**src/logic/ExecPkg.sv**
```systemverilog
////////////////////////////////////////
// Shared types for the execute stage:
// op encodings, decoded op, CSR addresses
////////////////////////////////////////
package ExecPkg;

    typedef enum logic [3:0] {
        AluAdd,
        AluSub,
        AluSll,
        AluSlt,
        AluSltu,
        AluXor,
        AluSrl,
        AluSra,
        AluOr,
        AluAnd,
        AluClear1,
        AluClear2
    } AluCommand;

    typedef enum logic [2:0] {
        BranchEqual,
        BranchNotEqual,
        BranchLessThan,
        BranchGreaterEqual,
        BranchUnsignedLessThan,
        BranchUnsignedGreaterEqual,
        BranchAlways
    } BranchType;

    // unsigned variants only
    typedef enum logic [1:0] {MulDivMul, MulDivMulHu, MulDivDivu, MulDivRemu} MulDivCommand;

    typedef enum logic [1:0] {UnitAlu, UnitBranch, UnitMulDiv, UnitCsr} ExUnitType;

    typedef enum logic [1:0] {Src1Zero, Src1Pc, Src1Reg, Src1Csr} AluSrcType1;

    typedef enum logic [1:0] {Src2Zero, Src2Imm, Src2Reg, Src2Csr} AluSrcType2;

    // encoding follows the RISC-V exception codes
    typedef enum logic [3:0] {
        TrapNone = 4'd0,
        TrapIllegalInsn = 4'd2
    } TrapCause;

    typedef struct packed {
        ExUnitType unitType;
        AluCommand aluCommand;
        BranchType branchType;
        MulDivCommand mulDivCommand;
        AluSrcType1 aluSrc1;
        AluSrcType2 aluSrc2;
        logic writesRd;
        logic writesCsr;
    } ExecOp;

    localparam logic [11:0] CsrScratch = 12'h340;
    localparam logic [11:0] CsrTvec = 12'h305;
    localparam logic [11:0] CsrInstret = 12'hB02;

endpackage
```
**src/logic/ExecIf.sv**
```systemverilog
////////////////////////////////////////
// Bundles between the execute stage and
// its mul/div unit and CSR block
////////////////////////////////////////
interface MulDivIf import ExecPkg::*; #(
    parameter int Xlen = 32
) ();
    // enable is held for as long as the op sits in the stage
    logic enable;
    MulDivCommand command;
    logic [Xlen-1:0] src1;
    logic [Xlen-1:0] src2;
    logic done;
    logic [Xlen-1:0] result;

    modport Requester (output enable, command, src1, src2, input done, result);
    modport Unit (input enable, command, src1, src2, output done, result);
endinterface

interface CsrIf #(
    parameter int Xlen = 32
) ();
    // readAddr doubles as the write address
    logic [11:0] readAddr;
    logic [Xlen-1:0] readValue;
    logic readIllegal;
    logic writeEnable;
    logic [Xlen-1:0] writeValue;

    modport Stage (output readAddr, writeEnable, writeValue, input readValue, readIllegal);
    modport File (input readAddr, writeEnable, writeValue, output readValue, readIllegal);
endinterface

```
**src/logic/ExecCore.sv**
```systemverilog
////////////////////////////////////////
// Execute core top: stage, mul/div unit
// and CSR block behind plain ports
////////////////////////////////////////
module ExecCore import ExecPkg::*; #(
    parameter int Xlen = 32
) (
    input logic clk,
    input logic rstN,
    input logic inValid,
    input ExecOp inOp,
    input logic [Xlen-1:0] inPc,
    input logic [Xlen-1:0] inImm,
    input logic [4:0] inSrcAddr1,
    input logic [4:0] inSrcAddr2,
    input logic [4:0] inDstAddr,
    input logic [Xlen-1:0] inSrcValue1,
    input logic [Xlen-1:0] inSrcValue2,
    input logic [11:0] inCsrAddr,
    output logic stall,
    output logic outValid,
    output logic [4:0] outDst,
    output logic [Xlen-1:0] outResult,
    output logic outBranchTaken,
    output logic [Xlen-1:0] outNextPc,
    output logic outTrap,
    output TrapCause outTrapCause
);
    MulDivIf #(.Xlen(Xlen)) mulDivBus ();
    CsrIf #(.Xlen(Xlen)) csrBus ();

    ExecuteStage #(.Xlen(Xlen)) stage (
        .clk(clk),
        .rstN(rstN),
        .inValid(inValid),
        .inOp(inOp),
        .inPc(inPc),
        .inImm(inImm),
        .inSrcAddr1(inSrcAddr1),
        .inSrcAddr2(inSrcAddr2),
        .inDstAddr(inDstAddr),
        .inSrcValue1(inSrcValue1),
        .inSrcValue2(inSrcValue2),
        .inCsrAddr(inCsrAddr),
        .mulDiv(mulDivBus.Requester),
        .csr(csrBus.Stage),
        .stall(stall),
        .outValid(outValid),
        .outBranchTaken(outBranchTaken),
        .outTrap(outTrap),
        .outDst(outDst),
        .outResult(outResult),
        .outNextPc(outNextPc),
        .outTrapCause(outTrapCause)
    );

    MulDivUnit #(.Xlen(Xlen)) mulDivUnit (
        .clk(clk),
        .rstN(rstN),
        .unit(mulDivBus.Unit)
    );

    // every op leaving the stage counts as retired
    CsrFile #(.Xlen(Xlen)) csrFile (
        .clk(clk),
        .rstN(rstN),
        .retire(outValid),
        .csr(csrBus.File)
    );

endmodule

```
**src/logic/ExecuteStage.sv**
```systemverilog
////////////////////////////////////////
// Integer execute stage: bypass, ALU,
// branch, CSR access and EX/MEM register
////////////////////////////////////////
module ExecuteStage import ExecPkg::*; #(
    parameter int Xlen = 32
) (
    input logic clk,
    input logic rstN,
    input logic inValid,
    input ExecOp inOp,
    input logic [Xlen-1:0] inPc,
    input logic [Xlen-1:0] inImm,
    input logic [4:0] inSrcAddr1,
    input logic [4:0] inSrcAddr2,
    input logic [4:0] inDstAddr,
    input logic [Xlen-1:0] inSrcValue1,
    input logic [Xlen-1:0] inSrcValue2,
    input logic [11:0] inCsrAddr,
    MulDivIf.Requester mulDiv,
    CsrIf.Stage csr,
    output logic stall,
    output logic outValid,
    output logic outBranchTaken,
    output logic outTrap,
    output logic [4:0] outDst,
    output logic [Xlen-1:0] outResult,
    output logic [Xlen-1:0] outNextPc,
    output TrapCause outTrapCause
);
    localparam int ShiftWidth = $clog2(Xlen);

    function automatic logic [Xlen-1:0] alu(AluCommand command, logic [Xlen-1:0] a,
                                             logic [Xlen-1:0] b);
        logic [ShiftWidth-1:0] shamt;
        shamt = b[ShiftWidth-1:0];
        unique case (command)
            AluAdd: return a + b;
            AluSub: return a - b;
            AluSll: return a << shamt;
            AluSlt: return Xlen'($signed(a) < $signed(b));
            AluSltu: return Xlen'(a < b);
            AluXor: return a ^ b;
            AluSrl: return a >> shamt;
            AluSra: return Xlen'($signed(a) >>> shamt);
            AluOr: return a | b;
            AluAnd: return a & b;
            AluClear1: return a & ~b;
            AluClear2: return ~a & b;
            default: return '0;
        endcase
    endfunction

    function automatic logic branchCompare(BranchType kind, logic [Xlen-1:0] a,
                                           logic [Xlen-1:0] b);
        unique case (kind)
            BranchEqual: return a == b;
            BranchNotEqual: return a != b;
            BranchLessThan: return $signed(a) < $signed(b);
            BranchGreaterEqual: return $signed(a) >= $signed(b);
            BranchUnsignedLessThan: return a < b;
            BranchUnsignedGreaterEqual: return a >= b;
            BranchAlways: return 1'b1;
            default: return 1'b0;
        endcase
    endfunction

    // registered op left a value in outResult for forwarding
    logic wroteRd;
    logic [Xlen-1:0] srcValue1;
    logic [Xlen-1:0] srcValue2;
    logic [Xlen-1:0] aluSrc1;
    logic [Xlen-1:0] aluSrc2;
    logic [Xlen-1:0] aluResult;
    logic [Xlen-1:0] pcPlus4;
    logic [Xlen-1:0] result;
    logic branchTaken;
    logic trap;
    logic accept;

    always_comb begin
        srcValue1 = (wroteRd && inSrcAddr1 == outDst && inSrcAddr1 != 5'd0) ? outResult
                                                                              : inSrcValue1;
        srcValue2 = (wroteRd && inSrcAddr2 == outDst && inSrcAddr2 != 5'd0) ? outResult
                                                                              : inSrcValue2;

        unique case (inOp.aluSrc1)
            Src1Pc: aluSrc1 = inPc;
            Src1Reg: aluSrc1 = srcValue1;
            Src1Csr: aluSrc1 = csr.readValue;
            default: aluSrc1 = '0;
        endcase
        unique case (inOp.aluSrc2)
            Src2Imm: aluSrc2 = inImm;
            Src2Reg: aluSrc2 = srcValue2;
            Src2Csr: aluSrc2 = csr.readValue;
            default: aluSrc2 = '0;
        endcase

        aluResult = alu(inOp.aluCommand, aluSrc1, aluSrc2);
        pcPlus4 = inPc + Xlen'(4);
        branchTaken = (inOp.unitType == UnitBranch)
                      && branchCompare(inOp.branchType, srcValue1, srcValue2);

        // csr ops hand back the old value, the ALU output is the new one
        unique case (inOp.unitType)
            UnitBranch: result = pcPlus4;
            UnitMulDiv: result = mulDiv.result;
            UnitCsr: result = csr.readValue;
            default: result = aluResult;
        endcase

        trap = inValid && inOp.unitType == UnitCsr && csr.readIllegal;
        stall = inValid && inOp.unitType == UnitMulDiv && !mulDiv.done;
        accept = inValid && !stall;
    end

    assign mulDiv.enable = inValid && inOp.unitType == UnitMulDiv;
    assign mulDiv.command = inOp.mulDivCommand;
    assign mulDiv.src1 = srcValue1;
    assign mulDiv.src2 = srcValue2;

    assign csr.readAddr = inCsrAddr;
    assign csr.writeEnable = accept && !trap && inOp.writesCsr;
    assign csr.writeValue = aluResult;

    // bubble while stalled
    always_ff @(posedge clk) begin
        if (!rstN) begin
            outValid <= 1'b0;
            outTrap <= 1'b0;
            wroteRd <= 1'b0;
        end else begin
            outValid <= accept;
            outTrap <= accept && trap;
            wroteRd <= accept && !trap && inOp.writesRd;
        end
    end

    always_ff @(posedge clk) begin
        if (!stall) begin
            outDst <= inDstAddr;
            outResult <= result;
            outBranchTaken <= branchTaken;
            // taken target comes from the ALU add of pc and imm
            outNextPc <= branchTaken ? aluResult : pcPlus4;
            outTrapCause <= trap ? TrapIllegalInsn : TrapNone;
        end
    end

endmodule

```
**src/logic/CsrFile.sv**
```systemverilog
////////////////////////////////////////
// Small CSR block next to the execute
// stage: scratch, trap vector, instret
////////////////////////////////////////
module CsrFile import ExecPkg::*; #(
    parameter int Xlen = 32
) (
    input logic clk,
    input logic rstN,
    input logic retire,
    CsrIf.File csr
);
    logic [Xlen-1:0] scratch;
    logic [Xlen-1:0] tvec;
    logic [Xlen-1:0] instret;

    always_comb begin
        csr.readIllegal = 1'b0;
        unique case (csr.readAddr)
            CsrScratch: csr.readValue = scratch;
            CsrTvec: csr.readValue = tvec;
            CsrInstret: csr.readValue = instret;
            default: begin
                csr.readValue = '0;
                csr.readIllegal = 1'b1;
            end
        endcase
    end

    always_ff @(posedge clk) begin
        if (!rstN) begin
            scratch <= '0;
            tvec <= '0;
            instret <= '0;
        end else begin
            if (csr.writeEnable && csr.readAddr == CsrScratch) begin
                scratch <= csr.writeValue;
            end
            // vector base is word aligned
            if (csr.writeEnable && csr.readAddr == CsrTvec) begin
                tvec <= {csr.writeValue[Xlen-1:2], 2'b00};
            end
            // a write wins over the retire count
            if (csr.writeEnable && csr.readAddr == CsrInstret) begin
                instret <= csr.writeValue;
            end else if (retire) begin
                instret <= instret + Xlen'(1);
            end
        end
    end

endmodule

```
**src/logic/MulDivUnit.sv**
```systemverilog
////////////////////////////////////////
// Iterative unsigned multiply and divide,
// one bit per cycle, done pulses at end
////////////////////////////////////////
module MulDivUnit import ExecPkg::*; #(
    parameter int Xlen = 32
) (
    input logic clk,
    input logic rstN,
    MulDivIf.Unit unit
);
    localparam int CountWidth = $clog2(Xlen);

    typedef enum logic [1:0] {StateIdle, StateBusy, StateDone} MulDivState;

    MulDivState state;
    logic [CountWidth-1:0] count;
    MulDivCommand command;
    // multiplicand or divisor
    logic [Xlen-1:0] operand;
    // mul: {partial product, multiplier}, div: {remainder, quotient}
    logic [2*Xlen-1:0] acc;
    logic isDivide;
    logic [Xlen:0] mulSum;
    logic [Xlen:0] divShifted;
    logic [Xlen:0] divDiff;

    always_comb begin
        isDivide = command inside {MulDivDivu, MulDivRemu};
        mulSum = {1'b0, acc[2*Xlen-1:Xlen]} + (acc[0] ? {1'b0, operand} : '0);
        divShifted = acc[2*Xlen-1:Xlen-1];
        divDiff = divShifted - {1'b0, operand};
    end

    always_ff @(posedge clk) begin
        if (!rstN) begin
            state <= StateIdle;
        end else begin
            unique case (state)
                StateIdle: if (unit.enable) state <= StateBusy;
                StateBusy: if (count == CountWidth'(Xlen - 1)) state <= StateDone;
                default: state <= StateIdle;
            endcase
        end
    end

    always_ff @(posedge clk) begin
        if (state == StateIdle && unit.enable) begin
            command <= unit.command;
            count <= '0;
            // product is symmetric, so src1 always goes into the low half
            operand <= unit.src2;
            acc <= {{Xlen{1'b0}}, unit.src1};
        end else if (state == StateBusy) begin
            count <= count + CountWidth'(1);
            if (!isDivide) begin
                acc <= {mulSum, acc[Xlen-1:1]};
            end else if (divDiff[Xlen]) begin
                // restore, quotient bit 0
                acc <= {divShifted[Xlen-1:0], acc[Xlen-2:0], 1'b0};
            end else begin
                acc <= {divDiff[Xlen-1:0], acc[Xlen-2:0], 1'b1};
            end
        end
    end

    // zero divisor falls out as all-ones quotient, remainder = dividend
    assign unit.done = (state == StateDone);
    assign unit.result = (command inside {MulDivMul, MulDivDivu}) ? acc[Xlen-1:0]
                                                                   : acc[2*Xlen-1:Xlen];

endmodule

```
**config.mk**
```make
export PLATFORM = sky130hd
export DESIGN_NAME = ExecCore
export DESIGN_NICKNAME = d
export VERILOG_FILES = /design/src/logic/ExecPkg.sv /design/src/logic/ExecIf.sv /design/src/logic/ExecCore.sv /design/src/logic/ExecuteStage.sv /design/src/logic/CsrFile.sv /design/src/logic/MulDivUnit.sv
export SDC_FILE = /design/constraint.sdc
export NUM_CORES = 2
export LEC_CHECK = 0
export BUFFER_PORTS_ARGS = -buffer_cell sky130_fd_sc_hd__buf_2
export CORE_MARGIN = 4
export CORE_UTILIZATION = 49
export CTS_BUF_LIST = sky130_fd_sc_hd__clkbuf_16
export DETAILED_ROUTE_END_ITERATION = 10
export PLACE_DENSITY_LB_ADDON = 0.05
export REMOVE_ABC_BUFFERS = 1
export SYNTH_ARGS = -nofsm -noshare
export SYNTH_HDL_FRONTEND = slang
export SYNTH_SLANG_ARGS = --single-unit
export TNS_END_PERCENT = 20
```
**constraint.sdc**
```tcl
create_clock -name clk -period 8.34 [get_ports clk]
set_clock_uncertainty 0.2 [all_clocks]
set_input_delay 0.834 -clock clk [delete_from_list [all_inputs] [get_ports clk]]
set_output_delay 0.834 -clock clk [all_outputs]
set_load 0.1 [all_outputs]
```
==> results.cfg <==
[power]
power.density_nw_per_um2 = 178
lkg_pwr_uw = 0.0138
ir_drop_uv = 137

[clock_network]
cts_tree = built
cts_resized = 0
worst_setup_hold_path_clk_slew_ns = 0.07
htree_levels = 1
holdBufCountCts = 0
clock-root-buffer = clkbuf_16
cts_max_path_buffers = 3
clock_latency_on_the_worst_skew_pair_ns = 0.60
post_cts_repair_timing_setup_buffer_count = 0
numCtsBuffers = 30
cts_num_sinks = 273

[flow_run]
max_cap_violations = 0

[worst_setup_path]
r2r_slack_ns = 0.48
arrival_time_at_the_worst_endpoint_ns = 7.99
critical_path_peak_fanout = 14
critical_path_buf_inv_count = 2
worstSetupEndpointType = flip-flop
worst_path_max_delay_cell = nor4b_1
setup.worst_path.start_class = flip-flop
gate_family_responsible_for_the_most_delay_along_the_worst_path = compound AO/OA/AOI/OAI gates
worst_path_largest_cell_delay_ns = 1.12
cp_cell_sequence = or2_0, o21a_2, nor3_4, mux2_2, a21oi_1, inv_1, ha_1, and4_1, nand2_1, o211ai_1, a21oi_1, a21boi_0, o41ai_2, o31ai_2, a2111oi_0, nor4b_1, o31ai_1, buf_4, mux4_2
cp.required_ns = 8.47
critPathMostFrequentCell = a21oi_1
timing_worst_setup_path_type = flip-flop to flip-flop

[floorplanning]
num_io_pins = 252
dieWidth_um = 255
die_height_um = 255
core.rowCount = 90
standard_cell_core_area_um2 = 60500
starting_density_of_the_core = 0.495
die-area_um2 = 65100

[synthesis]
yosysUniqueCellTypes = 118
synth.yosys.warnings = 0
synth_enable_flop_cells = 137
synth.area.top_cells = edfxtp_1, dfxtp_1, ha_1
flop_and_latch_count_out_of_synthesis = 273
post_synth.cell_area_avg_um2 = 7.94
async_flop_share = 0
synth_top_area_share = 0.137
yosysTopAreaCell = edfxtp_1
synth_cells = 3772
seq_area_frac_synth = 0.228
synth_flop_cell = edfxtp_1
synthesis.area_um2 = 29900

[cells_and_area]
stdcell_area_um2 = 33300
fillCellCount = 5639
finish.net_count = 4314
finalNonFillerCells = 4744
most-common-layout-cells = nand2_1, a21oi_1, nor2_1
final_common_cell = nand2_1
postLayoutCoreUtil = 0.551
fraction_of_final_layout_cells_with_drive_strength_greater_than_1 = 0.154
areaGrowthSynthToFinish_pct = 11.3

[timing]
final_period_minus_worst_setup_slack_ns = 7.86
timing.final.max_slew_violations = 0
finalHoldViolCount = 0
post-route-period-util = 0.942
setup_repair_after_global_routing_missed_its_margin = no
final-setup-viol-count = 0
worst-slew-pin-transition_ns = 1.30
max_clock_freq_ghz = 0.127
max_slew_margin = 0.119
finalHoldWorstSlack_ns = 0.215

[place]
portBuffers = 248
place_hpwl_um = 113000
placedInstanceArea_um2 = 32200
routabilityCongestion = 1.05
placed_cell_count = 4683

[outcome]
outcome = completed

[grt]
globalRouteOverflowTotal = 0
first_global_vias = 31400
track_usage = 0.422
global_route_wire_length_before_repair_um = 207000
grt_antenna_before_repair = 4
largest_net_degree_at_the_start_of_global_routing = 93

[drt]
met2WireLength_um = 64400
top_layer_used = met4
wirelength_um = 145000
drtIter0Drc = 5757
route.met3.wl_um = 16600
ant_nets = 0
num_vias = 33400
post_drt_via_cell_ratio = 7.05
detail_route.first_pass.iterations = 8
wl_per_cell_um = 30.6
route.detailed.drc = 0
wl_met1_um = 54100

[hold_path]
worst_hold_path_type = input port to flip-flop
==> through the flow <==
step                      TNS [ns]  setup slack, ns  total power (uW)
after global routing             0            0.399              6150
final                            0            0.481              5950
after global placement           0            0.487              4310
after detailed placement         0            0.241              4360
after CTS                        0            0.655              5850
after floorplan            -385.32            -3.25              3490
==> flip-flops by register name (all words and copies together), names as in the netlist, 2 cells and up <==
signal / count
mulDivUnit.acc: 64
stage.outDst: 5
mulDivUnit.state: 2
csrFile.instret: 32
stage.outResult: 32
mulDivUnit.command: 2
stage.outNextPc: 32
csrFile.scratch: 32
mulDivUnit.operand: 32
csrFile.tvec: 30
mulDivUnit.count: 5
==> worst paths after layout <==
| check | from | endpoint | depth (start not counted) |
|---|---|---|---|
| setup / recovery | stage.outDst[4] | stage.outResult[0] | 19 |
| hold / removal | inOp[7] | mulDivUnit.command[1] | 1 |
| setup reg to reg | stage.outDst[4] | stage.outResult[0] | 19 |
| hold reg to reg | mulDivUnit.count[4] | mulDivUnit.count[4] | 2 |
==> cell type report <==
type                            count  area (um2)  area share
Clock inverter                     22         239     0.00717
Inverter                          214         806      0.0242
Antenna cell                        5        12.5    0.000375
Tap cell                          782         978      0.0294
Multi-Input combinational cell   3031       21300       0.640
Timing Repair Buffer              383        2280      0.0684
Sequential cell                   273        6840       0.205
Clock buffer                       34         851      0.0255
==> logic make-up after synthesis <==
| group | count (synthesis) | synth area share |
|---|---|---|
| AO/OA/AOI/OAI | 1340 | 0.309 |
| AND/OR/NAND/NOR | 1092 | 0.181 |
| buffers and inverters | 470 | 0.0644 |
| flip-flops | 273 | 0.228 |
| multiplexers | 232 | 0.0838 |
| adder cells (fa/ha/maj) | 206 | 0.0871 |
| XOR/XNOR | 158 | 0.0462 |
| other | 1 | 0.000125 |
==> Yosys cell counts (13+ instances only) <==
cell	number
a211o_1	16
a211oi_1	157
a21o_1	78
a21oi_1	298
a221o_1	15
a221oi_1	27
a222oi_1	19
a22o_1	21
a22oi_1	50
a31oi_1	59
and2_1	66
and3_1	28
buf_1	20
buf_2	53
clkbuf_1	166
dfxtp_1	136
edfxtp_1	137
ha_1	202
inv_1	203
mux2_2	59
mux2i_1	164
nand2_1	301
nand2b_1	34
nand3_1	115
nand4_1	39
nor2_1	259
nor2b_1	40
nor3_1	77
nor4_1	17
o211ai_1	57
o21a_1	35
o21ai_0	236
o21bai_1	18
o221ai_1	32
o22ai_1	15
o31ai_1	34
or2_2	13
or3_1	24
xnor2_1	96
xor2_1	62
==> power by group <==
part	switching (uW)	total (uW)	internal, uW
Clock	624	1510	885
Combinational	1860	2730	872
Sequential	158	1700	1540
==> per-layer routing <==
layer,vias to the layer above,global-route usage
met5,-,0
met4,0,0.224
met3,543,0.0860
met2,2432,0.676
met1,16000,0.537
li1,14500,-
Note: power is estimated with default switching activity, not from simulation.
